### src/design/mips16_pkg.sv
`default_nettype none

package mips16_pkg;

	// widths with a meaning
	typedef logic [15:0] word_t;     // register, alu and memory data
	typedef logic [2:0]  reg_addr_t; // r0..r7
	typedef logic [5:0]  imm_t;      // signed immediate, bits 5..0 of the word
	typedef logic [7:0]  pc_t;       // instruction address
	typedef logic [7:0]  mem_addr_t; // data memory address

	localparam word_t     nop_word      = 16'h0000; // all-zero instruction
	localparam int        reg_count     = 8;
	localparam int        dmem_words    = 256;
	localparam reg_addr_t branch_z_cond = 3'd0; // rd field of a branch-if-zero

	// opcode field, bits 15..12; 13..15 fall to nop
	typedef enum logic [3:0] {
		op_nop  = 4'd0,
		op_add  = 4'd1,
		op_sub  = 4'd2,
		op_and  = 4'd3,
		op_or   = 4'd4,
		op_xor  = 4'd5,
		op_sl   = 4'd6,
		op_sr   = 4'd7,  // arithmetic
		op_sru  = 4'd8,  // logical
		op_addi = 4'd9,
		op_ld   = 4'd10,
		op_st   = 4'd11,
		op_bz   = 4'd12
	} opcode_e;

	// alu function, 3 bits so add doubles as the idle op of a bubble
	typedef enum logic [2:0] {
		alu_add = 3'd0,  // zero code, a bubble adds 0 + 0
		alu_sub = 3'd1,
		alu_and = 3'd2,
		alu_or  = 3'd3,
		alu_xor = 3'd4,
		alu_sl  = 3'd5,
		alu_sr  = 3'd6,
		alu_sru = 3'd7
	} alu_op_e;

	// one register write, 20 bits
	typedef struct packed {
		logic      en;
		reg_addr_t dest;
		word_t     data;
	} wb_t;

	// decode to execute, 57 bits
	typedef struct packed {
		alu_op_e   alu_op;
		word_t     src1;
		word_t     src2;    // register or sign-extended imm
		logic      st_en;
		word_t     st_data;
		logic      wr_en;
		reg_addr_t dest;
		logic      ld_sel;  // write back load data instead of alu result
	} id_ex_t;

	// execute to result, 38 bits
	typedef struct packed {
		word_t     alu_result;
		logic      st_en;
		word_t     st_data;
		logic      wr_en;
		reg_addr_t dest;
		logic      ld_sel;
	} ex_mem_t;

endpackage

`default_nettype wire
### src/design/mips16_core.sv
`timescale 1ns/1ns
`default_nettype none

module mips16_core import mips16_pkg::*; (
	input  logic  clk,
	input  logic  rst,
	output pc_t   fetch_pc,
	input  word_t instruction,  // returned in the same cycle as fetch_pc
	output wb_t   writeback     // one retired register write per enabled cycle
);

	logic      stall_n;
	logic      branch_taken;
	imm_t      branch_offset;

	reg_addr_t rd_addr_1;
	reg_addr_t rd_addr_2;
	word_t     rd_data_1;
	word_t     rd_data_2;

	id_ex_t    id_ex;
	ex_mem_t   ex_mem;

	reg_addr_t ex_dest;
	reg_addr_t mem_dest;
	reg_addr_t wb_dest;

	// destinations seen by the hazard check, zero if not writing
	assign ex_dest  = id_ex.wr_en  ? id_ex.dest     : '0;
	assign mem_dest = ex_mem.wr_en ? ex_mem.dest    : '0;
	assign wb_dest  = writeback.en ? writeback.dest : '0;

	mips16_fetch i_mips16_fetch (
		.clk           (clk),
		.rst           (rst),
		.stall_n       (stall_n),
		.branch_taken  (branch_taken),
		.branch_offset (branch_offset),
		.fetch_pc      (fetch_pc)
	);

	mips16_decode i_mips16_decode (
		.clk           (clk),
		.rst           (rst),
		.instruction   (instruction),
		.rd_addr_1     (rd_addr_1),
		.rd_addr_2     (rd_addr_2),
		.rd_data_1     (rd_data_1),
		.rd_data_2     (rd_data_2),
		.ex_dest       (ex_dest),
		.mem_dest      (mem_dest),
		.wb_dest       (wb_dest),
		.stall_n       (stall_n),
		.branch_taken  (branch_taken),
		.branch_offset (branch_offset),
		.id_ex         (id_ex)
	);

	mips16_regfile i_mips16_regfile (
		.clk       (clk),
		.rst       (rst),
		.wr        (writeback),
		.rd_addr_1 (rd_addr_1),
		.rd_addr_2 (rd_addr_2),
		.rd_data_1 (rd_data_1),
		.rd_data_2 (rd_data_2)
	);

	mips16_execute i_mips16_execute (
		.clk    (clk),
		.rst    (rst),
		.id_ex  (id_ex),
		.ex_mem (ex_mem)
	);

	mips16_result i_mips16_result (
		.clk       (clk),
		.rst       (rst),
		.ex_mem    (ex_mem),
		.writeback (writeback)
	);

endmodule

`default_nettype wire

### src/design/mips16_result.sv
`timescale 1ns/1ns
`default_nettype none

module mips16_result import mips16_pkg::*; (
	input  logic    clk,
	input  logic    rst,
	input  ex_mem_t ex_mem,
	output wb_t     writeback
);

	word_t     dmem [dmem_words];
	mem_addr_t mem_addr;
	word_t     load_data;

	// write-back stage register
	word_t     wb_alu;
	word_t     wb_load;
	logic      wb_en;
	reg_addr_t wb_dest;
	logic      wb_ld_sel;

	assign mem_addr = ex_mem.alu_result[$bits(mem_addr_t)-1:0]; // low bits only

	// data memory, synchronous write, combinational read
	always_ff @(posedge clk) begin
		if (ex_mem.st_en) begin
			dmem[mem_addr] <= ex_mem.st_data;
		end
	end

	assign load_data = dmem[mem_addr];

	// payload and control
	always_ff @(posedge clk or posedge rst) begin
		if (rst) begin
			wb_alu    <= '0;
			wb_load   <= '0;
			wb_en     <= 1'b0;
			wb_dest   <= '0;
			wb_ld_sel <= 1'b0;
		end else begin
			wb_alu    <= ex_mem.alu_result;
			wb_load   <= load_data;
			wb_en     <= ex_mem.wr_en;
			wb_dest   <= ex_mem.dest;
			wb_ld_sel <= ex_mem.ld_sel;
		end
	end

	assign writeback.en   = wb_en;
	assign writeback.dest = wb_dest;
	assign writeback.data = wb_ld_sel ? wb_load : wb_alu; // load or alu

	// a store never also writes a register
	assert property (@(posedge clk) disable iff (rst) !(ex_mem.st_en && ex_mem.wr_en));

endmodule

`default_nettype wire

### src/design/mips16_execute.sv
`timescale 1ns/1ns
`default_nettype none

module mips16_execute import mips16_pkg::*; (
	input  logic    clk,
	input  logic    rst,
	input  id_ex_t  id_ex,
	output ex_mem_t ex_mem
);

	word_t a;
	word_t b;
	word_t result;

	assign a = id_ex.src1;
	assign b = id_ex.src2;

	// alu
	// shift amount is the full 16-bit operand, 16 and up empties the word
	always_comb begin
		case (id_ex.alu_op)
			alu_add: result = a + b;
			alu_sub: result = a - b;
			alu_and: result = a & b;
			alu_or:  result = a | b;
			alu_xor: result = a ^ b;
			alu_sl:  result = a << b;
			alu_sr:  result = word_t'($signed(a) >>> b); // sign fill
			alu_sru: result = a >> b;                     // zero fill
			default: result = '0;
		endcase
	end

	always_ff @(posedge clk or posedge rst) begin
		if (rst) begin
			ex_mem <= '0;
		end else begin
			ex_mem.alu_result <= result;
			ex_mem.st_en      <= id_ex.st_en;
			ex_mem.st_data    <= id_ex.st_data;
			ex_mem.wr_en      <= id_ex.wr_en;
			ex_mem.dest       <= id_ex.dest;
			ex_mem.ld_sel     <= id_ex.ld_sel;
		end
	end

endmodule

`default_nettype wire

### src/design/mips16_regfile.sv
`timescale 1ns/1ns
`default_nettype none

module mips16_regfile import mips16_pkg::*; (
	input  logic      clk,
	input  logic      rst,
	input  wb_t       wr,         // from write-back
	input  reg_addr_t rd_addr_1,
	input  reg_addr_t rd_addr_2,
	output word_t     rd_data_1,
	output word_t     rd_data_2
);

	word_t regs [reg_count];

	always_ff @(posedge clk or posedge rst) begin
		if (rst) begin
			for (int i = 0; i < reg_count; i++) begin
				regs[i] <= '0;
			end
		end else if (wr.en) begin
			regs[wr.dest] <= wr.data; // r0 may be written, never seen
		end
	end

	// r0 reads zero
	assign rd_data_1 = (rd_addr_1 == '0) ? '0 : regs[rd_addr_1];
	assign rd_data_2 = (rd_addr_2 == '0) ? '0 : regs[rd_addr_2];

endmodule

`default_nettype wire

### src/design/mips16_decode.sv
`timescale 1ns/1ns
`default_nettype none

module mips16_decode import mips16_pkg::*; (
	input  logic      clk,
	input  logic      rst,
	input  word_t     instruction,
	output reg_addr_t rd_addr_1,
	output reg_addr_t rd_addr_2,
	input  word_t     rd_data_1,
	input  word_t     rd_data_2,
	input  reg_addr_t ex_dest,    // zero when that stage does not write
	input  reg_addr_t mem_dest,
	input  reg_addr_t wb_dest,
	output logic      stall_n,
	output logic      branch_taken,
	output imm_t      branch_offset,
	output id_ex_t    id_ex
);

	word_t     ir;
	opcode_e   ir_op;
	reg_addr_t ir_rd;
	reg_addr_t ir_rs1;
	reg_addr_t ir_rs2;
	imm_t      ir_imm;
	word_t     imm_ext;

	logic      is_st;
	logic      is_bz;
	logic      src1_live;
	logic      src2_live;
	logic      hit_1;
	logic      hit_2;

	alu_op_e   alu_op;
	logic      wr_en;
	logic      ld_sel;
	logic      use_imm;
	id_ex_t    id_ex_next;

	// instruction register, frozen during a stall
	always_ff @(posedge clk or posedge rst) begin
		if (rst) begin
			ir <= nop_word;
		end else if (stall_n) begin
			ir <= instruction;
		end
	end

	assign ir_op   = opcode_e'(ir[15:12]); // 13..15 hit the default arm below
	assign ir_rd   = ir[11:9];
	assign ir_rs1  = ir[8:6];
	assign ir_rs2  = ir[5:3];
	assign ir_imm  = ir[5:0];
	assign imm_ext = {{($bits(word_t) - $bits(imm_t)){ir_imm[5]}}, ir_imm};

	assign is_st = (ir_op == op_st);
	assign is_bz = (ir_op == op_bz);

	// store data comes out of port 2 by the rd field
	assign rd_addr_1 = ir_rs1;
	assign rd_addr_2 = is_st ? ir_rd : ir_rs2;

	// which register reads matter for the hazard check
	always_comb begin
		src1_live = 1'b0;
		src2_live = 1'b0;
		case (ir_op)
			op_add, op_sub, op_and, op_or, op_xor, op_sl, op_sr, op_sru, op_st: begin
				src1_live = 1'b1;
				src2_live = 1'b1;
			end
			op_addi, op_ld, op_bz: src1_live = 1'b1; // no source 2
			default: ;                               // nop class reads nothing
		endcase
	end

	// raw hazard on a live nonzero source against ex, mem, wb
	assign hit_1 = src1_live && (rd_addr_1 != '0) &&
		(rd_addr_1 == ex_dest || rd_addr_1 == mem_dest || rd_addr_1 == wb_dest);
	assign hit_2 = src2_live && (rd_addr_2 != '0) &&
		(rd_addr_2 == ex_dest || rd_addr_2 == mem_dest || rd_addr_2 == wb_dest);
	assign stall_n = !(hit_1 || hit_2);

	// control decode
	always_comb begin
		alu_op  = alu_add;
		wr_en   = 1'b0;
		ld_sel  = 1'b0;
		use_imm = 1'b0;
		case (ir_op)
			op_add: begin
				alu_op = alu_add;
				wr_en  = 1'b1;
			end
			op_sub: begin
				alu_op = alu_sub;
				wr_en  = 1'b1;
			end
			op_and: begin
				alu_op = alu_and;
				wr_en  = 1'b1;
			end
			op_or: begin
				alu_op = alu_or;
				wr_en  = 1'b1;
			end
			op_xor: begin
				alu_op = alu_xor;
				wr_en  = 1'b1;
			end
			op_sl: begin
				alu_op = alu_sl;
				wr_en  = 1'b1;
			end
			op_sr: begin
				alu_op = alu_sr;
				wr_en  = 1'b1;
			end
			op_sru: begin
				alu_op = alu_sru;
				wr_en  = 1'b1;
			end
			op_addi: begin
				wr_en   = 1'b1;
				use_imm = 1'b1;
			end
			op_ld: begin
				wr_en   = 1'b1;
				ld_sel  = 1'b1;
				use_imm = 1'b1;  // address = rs1 + imm
			end
			op_st:   use_imm = 1'b1;
			default: ;           // nop, bz and 13..15 write nothing
		endcase
	end

	always_comb begin
		id_ex_next.alu_op  = alu_op;
		id_ex_next.src1    = rd_data_1;
		id_ex_next.src2    = use_imm ? imm_ext : rd_data_2;
		id_ex_next.st_en   = is_st;
		id_ex_next.st_data = rd_data_2;
		id_ex_next.wr_en   = wr_en;
		id_ex_next.dest    = ir_rd;
		id_ex_next.ld_sel  = ld_sel;
	end

	// a stalled cycle pushes an all-zero nop bubble
	always_ff @(posedge clk or posedge rst) begin
		if (rst) begin
			id_ex <= '0;
		end else begin
			id_ex <= stall_n ? id_ex_next : '0;
		end
	end

	// branch if zero, only when the operand is settled
	assign branch_taken  = stall_n && is_bz && (ir_rd == branch_z_cond) && (rd_data_1 == '0);
	assign branch_offset = ir_imm;

	// decoded op, operands and destination all known once out of reset
	assert property (@(posedge clk) disable iff (rst) !$isunknown(id_ex));

endmodule

`default_nettype wire

### src/design/mips16_fetch.sv
`timescale 1ns/1ns
`default_nettype none

module mips16_fetch import mips16_pkg::*; (
	input  logic clk,
	input  logic rst,
	input  logic stall_n,       // low holds the pc
	input  logic branch_taken,
	input  imm_t branch_offset,
	output pc_t  fetch_pc
);

	pc_t branch_step;

	// sign-extend the 6-bit offset to pc width
	assign branch_step = {{($bits(pc_t) - $bits(imm_t)){branch_offset[5]}}, branch_offset};

	// pc already points past the branch, so +imm lands on branch + 1 + imm
	always_ff @(posedge clk or posedge rst) begin
		if (rst) begin
			fetch_pc <= '0;
		end else if (stall_n) begin
			fetch_pc <= branch_taken ? fetch_pc + branch_step : fetch_pc + pc_t'(1);
		end
	end

	// decode must not redirect while it is frozen
	assert property (@(posedge clk) disable iff (rst) branch_taken |-> stall_n);

endmodule

`default_nettype wire

### config.mk
export PLATFORM = sky130hd
export DESIGN_NAME = mips16_core
export DESIGN_NICKNAME = d
export VERILOG_FILES = /design/src/design/mips16_pkg.sv /design/src/design/mips16_core.sv /design/src/design/mips16_result.sv /design/src/design/mips16_execute.sv /design/src/design/mips16_regfile.sv /design/src/design/mips16_decode.sv /design/src/design/mips16_fetch.sv
export SDC_FILE = /design/constraint.sdc
export NUM_CORES = 2
export LEC_CHECK = 0
export BUFFER_PORTS_ARGS = -buffer_cell sky130_fd_sc_hd__buf_2
export CAP_MARGIN = 15
export CORE_MARGIN = 1
export CORE_UTILIZATION = 60
export DETAILED_ROUTE_END_ITERATION = 6
export GPL_ROUTABILITY_DRIVEN = 1
export PLACE_DENSITY = 0.81
export SLEW_MARGIN = 20
export SYNTH_ARGS = -nofsm -noshare
export SYNTH_HDL_FRONTEND = slang
export SYNTH_SLANG_ARGS = --single-unit
### constraint.sdc
create_clock -name clk -period 17.4 [get_ports clk]
set_input_delay 1.74 -clock clk [delete_from_list [all_inputs] [get_ports clk]]
set_output_delay 1.74 -clock clk [all_outputs]
set_load 0.01 [all_outputs]
==> results.cfg <==
[timing]
worst_slew_pin_slew_ns = 1.36
fin_crit_ns = 6.78
finalMaxSlewViolations = 0
fin_ws_ns = 10.62
clock-skew-final_ns = 0.0867
finalSetupTns_ns = 0
rsz0062_at_grt = false
slew_headroom = 0.0949
fin_crit_sh = 0.390
clock.fmax_mhz = 148
hold_viol_final = 0
fin_hold_ws_ns = 0.324
setup_violations = 0

[clocking]
ctsHtreeMaxLevel = 5
cts_buffer_depth = 4
clkSinkCount = 4374
numCtsBuffers = 418
cts_resized = 0
cts_root_buf = clkbuf_16
cts_hold_buf = 0
cts_tree = built
post_cts_buffers = 0
clkSlewWorstSetupHoldPaths_ns = 0.07
worstSkewPairLatency_ns = 1.00

[logic_synthesis]
syn_nets = 8000
synth.distinct_cells = 78
ys_ff_latch = 4374
synth-edff-count = 4096
syn_avg_cell_area_um2 = 21.7
syn_area_mm2 = 0.172
yosysWarnings = 0
synthCells = 7925
async_flop_share = 0.0636
seq_area_frac_synth = 0.754
synthFlopType = edfxtp_1

[grt]
grt_pass1_vias = 93700
grt_pass1_wl_mm = 732
antenna_found_initial = 57
track_usage = 0.368
grt_start_max_net_pins = 193
gr-total-overflow = 0

[power_and_ir_drop]
power.switching_mw = 11.9
ir_worst_vdd_v = 0.000209
power_frac_seq = 0.394
p_sw_frac = 0.346
clockPowerShare = 0.279
pwr-share-comb = 0.327
internal-power_mw = 22.4
p_leak_nw = 62.0
power.density_mw_per_mm2 = 178
finalPower_mw = 34.3

[hold_path]
min_path_type = reg -> reg

[run]
maxCapViolCount = 0

[floorplanning]
core.rowCount = 196
start_util = 0.604
die_h_um = 538
dieArea_mm2 = 0.289
floorplan.die.width_um = 538
core_area_mm2 = 0.285
io_pins = 46

[drt]
antenna_left = 0
vias = 94000
drc = 20
drt_iter0_markers = 18200
first_pass_iters = 7
drt-total-wl_mm = 532
wire_per_inst_um = 42.8
vias_per_cell = 7.57

[layout]
nNetsFinal = 8356
final_common_cell = edfxtp_1
multi_input_comb_area_mm2 = 0.0405
fill_cells = 15800
drive_above_1_share = 0.301
final_cell_mix = edfxtp_1 (4096), mux4_2 (1318), clkbuf_16 (425), buf_4 (339), nor2_1 (277)
syn2layout_area_growth_pct = 11.9
seq_area_mm2 = 0.130

[setup_path]
cp-start-kind = flop
cp_common_cell = buf_4
max_stage_delay_ns = 0.88
critPathKind = reg -> reg
worst-path-max-fanout = 48
cp.arrival_ns = 7.59
crit_chain = buf_4 -> buf_4 -> buf_4 -> buf_4 -> mux4_2 -> mux4_2 -> a22oi_1 -> a21oi_1 -> nor3_1 -> nand2_1
crit_required_ns = 18.21
crit_slowest_cell = buf_4
endpoint_kind = flop

[placed_design]
post-place-ws_ns = 10.72
hpwl_mm = 266
routabilityCongestion = 0.907
io_buffer_count = 45

[status]
violations = DRC
status = finished with violations
sequential cells by signal, indices dropped and copies added (netlist names):
name / cells
i_mips16_fetch.fetch_pc: 8
i_mips16_execute.ex_mem: 38
i_mips16_decode.id_ex: 57
i_mips16_result.wb_dest: 3
i_mips16_result.wb_en: 1
i_mips16_regfile.regs: 122
i_mips16_result.wb_ld_sel: 1
i_mips16_result.dmem: 4096
i_mips16_result.wb_load: 16
i_mips16_result.wb_alu: 16
i_mips16_decode.ir: 16
worst max-delay path, delay by kind of cell (launching register included):
kind	cells	cell delay, ns
buffers and inverters	4	3.15
multiplexers	2	1.17
flip-flops	1	0.84
AO/OA/AOI/OAI	2	0.75
AND/OR/NAND/NOR	2	0.53
through the flow:
step           instances   util  instance area, um^2
2_1_floorplan       7925      -               172000
3_3_place_gp       11600  0.625               178000
3_5_place_dp       11600  0.625               178000
4_1_cts            12400  0.674               192000
5_1_grt            12400  0.676               193000
6_report           12400  0.676               193000
per-layer routing:
metal  wire length, um  up-vias  track usage
met3             76500     2446        0.110
met4             45300       52        0.253
met1            159000    47800        0.446
li1                  -    33900            -
met2            251000     9833        0.574
met5               412        -      0.00296
final timing paths:
path | startpoint | end | slack [ns] | depth (start not counted)
max reg2reg | i_mips16_execute.ex_mem[22] | i_mips16_result.wb_load[10] | 10.62 | 10
min | i_mips16_decode.id_ex[19] | i_mips16_execute.ex_mem[19] | 0.32 | 0
max in group asynchronous | rst | i_mips16_execute.ex_mem[5] | 14.12 | 4
min in group asynchronous | rst | i_mips16_regfile.regs[43] | 0.85 | 2
min reg2reg | i_mips16_decode.id_ex[19] | i_mips16_execute.ex_mem[19] | 0.32 | 0
max | i_mips16_execute.ex_mem[22] | i_mips16_result.wb_load[10] | 10.62 | 10
cells by family after synthesis:
group / count (synthesis) / share of synthesized area
mux: 1452 / 0.180
compound gates: 557 / 0.0208
buf+inv: 538 / 0.0149
fa+ha+maj: 57 / 0.00423
xor+xnor: 42 / 0.00214
simple gates: 905 / 0.0231
flops: 4374 / 0.754
synthesized netlist by cell type (all sizes together), types with 23 or more instances:
library cell  number  area, um^2
a211oi            30         225
a21oi            153         766
a221oi            24         210
a22oi             54         405
buf              228        1400
clkbuf           246         925
dfrtp            278        6960
edfxtp          4096      123000
ha                55         688
inv               63         236
mux2              38         428
mux2i             96         961
mux4            1318       29700
nand2            199         747
nand2b            23         144
nand3             68         340
nand4             23         144
nor2             435        1630
nor2b             41         257
nor3              47         235
o21ai            140         701
o22ai             23         144
xnor2             30         263
power groups by stage:
stage | Sequential, mW | Combinational (mW) | Clock (mW)
3_5_place_dp | 13.7 | 10.3 | 0
4_1_cts | 13.5 | 10.7 | 9.54
6_report | 13.5 | 11.2 | 9.58
3_3_place_gp | 13.6 | 9.96 | 0
2_1_floorplan | 13.8 | 6.74 | 0
5_1_grt | 13.5 | 11.4 | 9.91
area by class of cell:
type	count	share of cell area
well taps	3762	0.0244
flip-flops and latches	4374	0.674
multi-input cells	3013	0.210
clock buffers	520	0.0576
diodes	30	0.000389
repair buffers	410	0.0169
inverters	64	0.00128
clock inverters	250	0.0149
No activity file was read; power rests on OpenSTA's default activity.
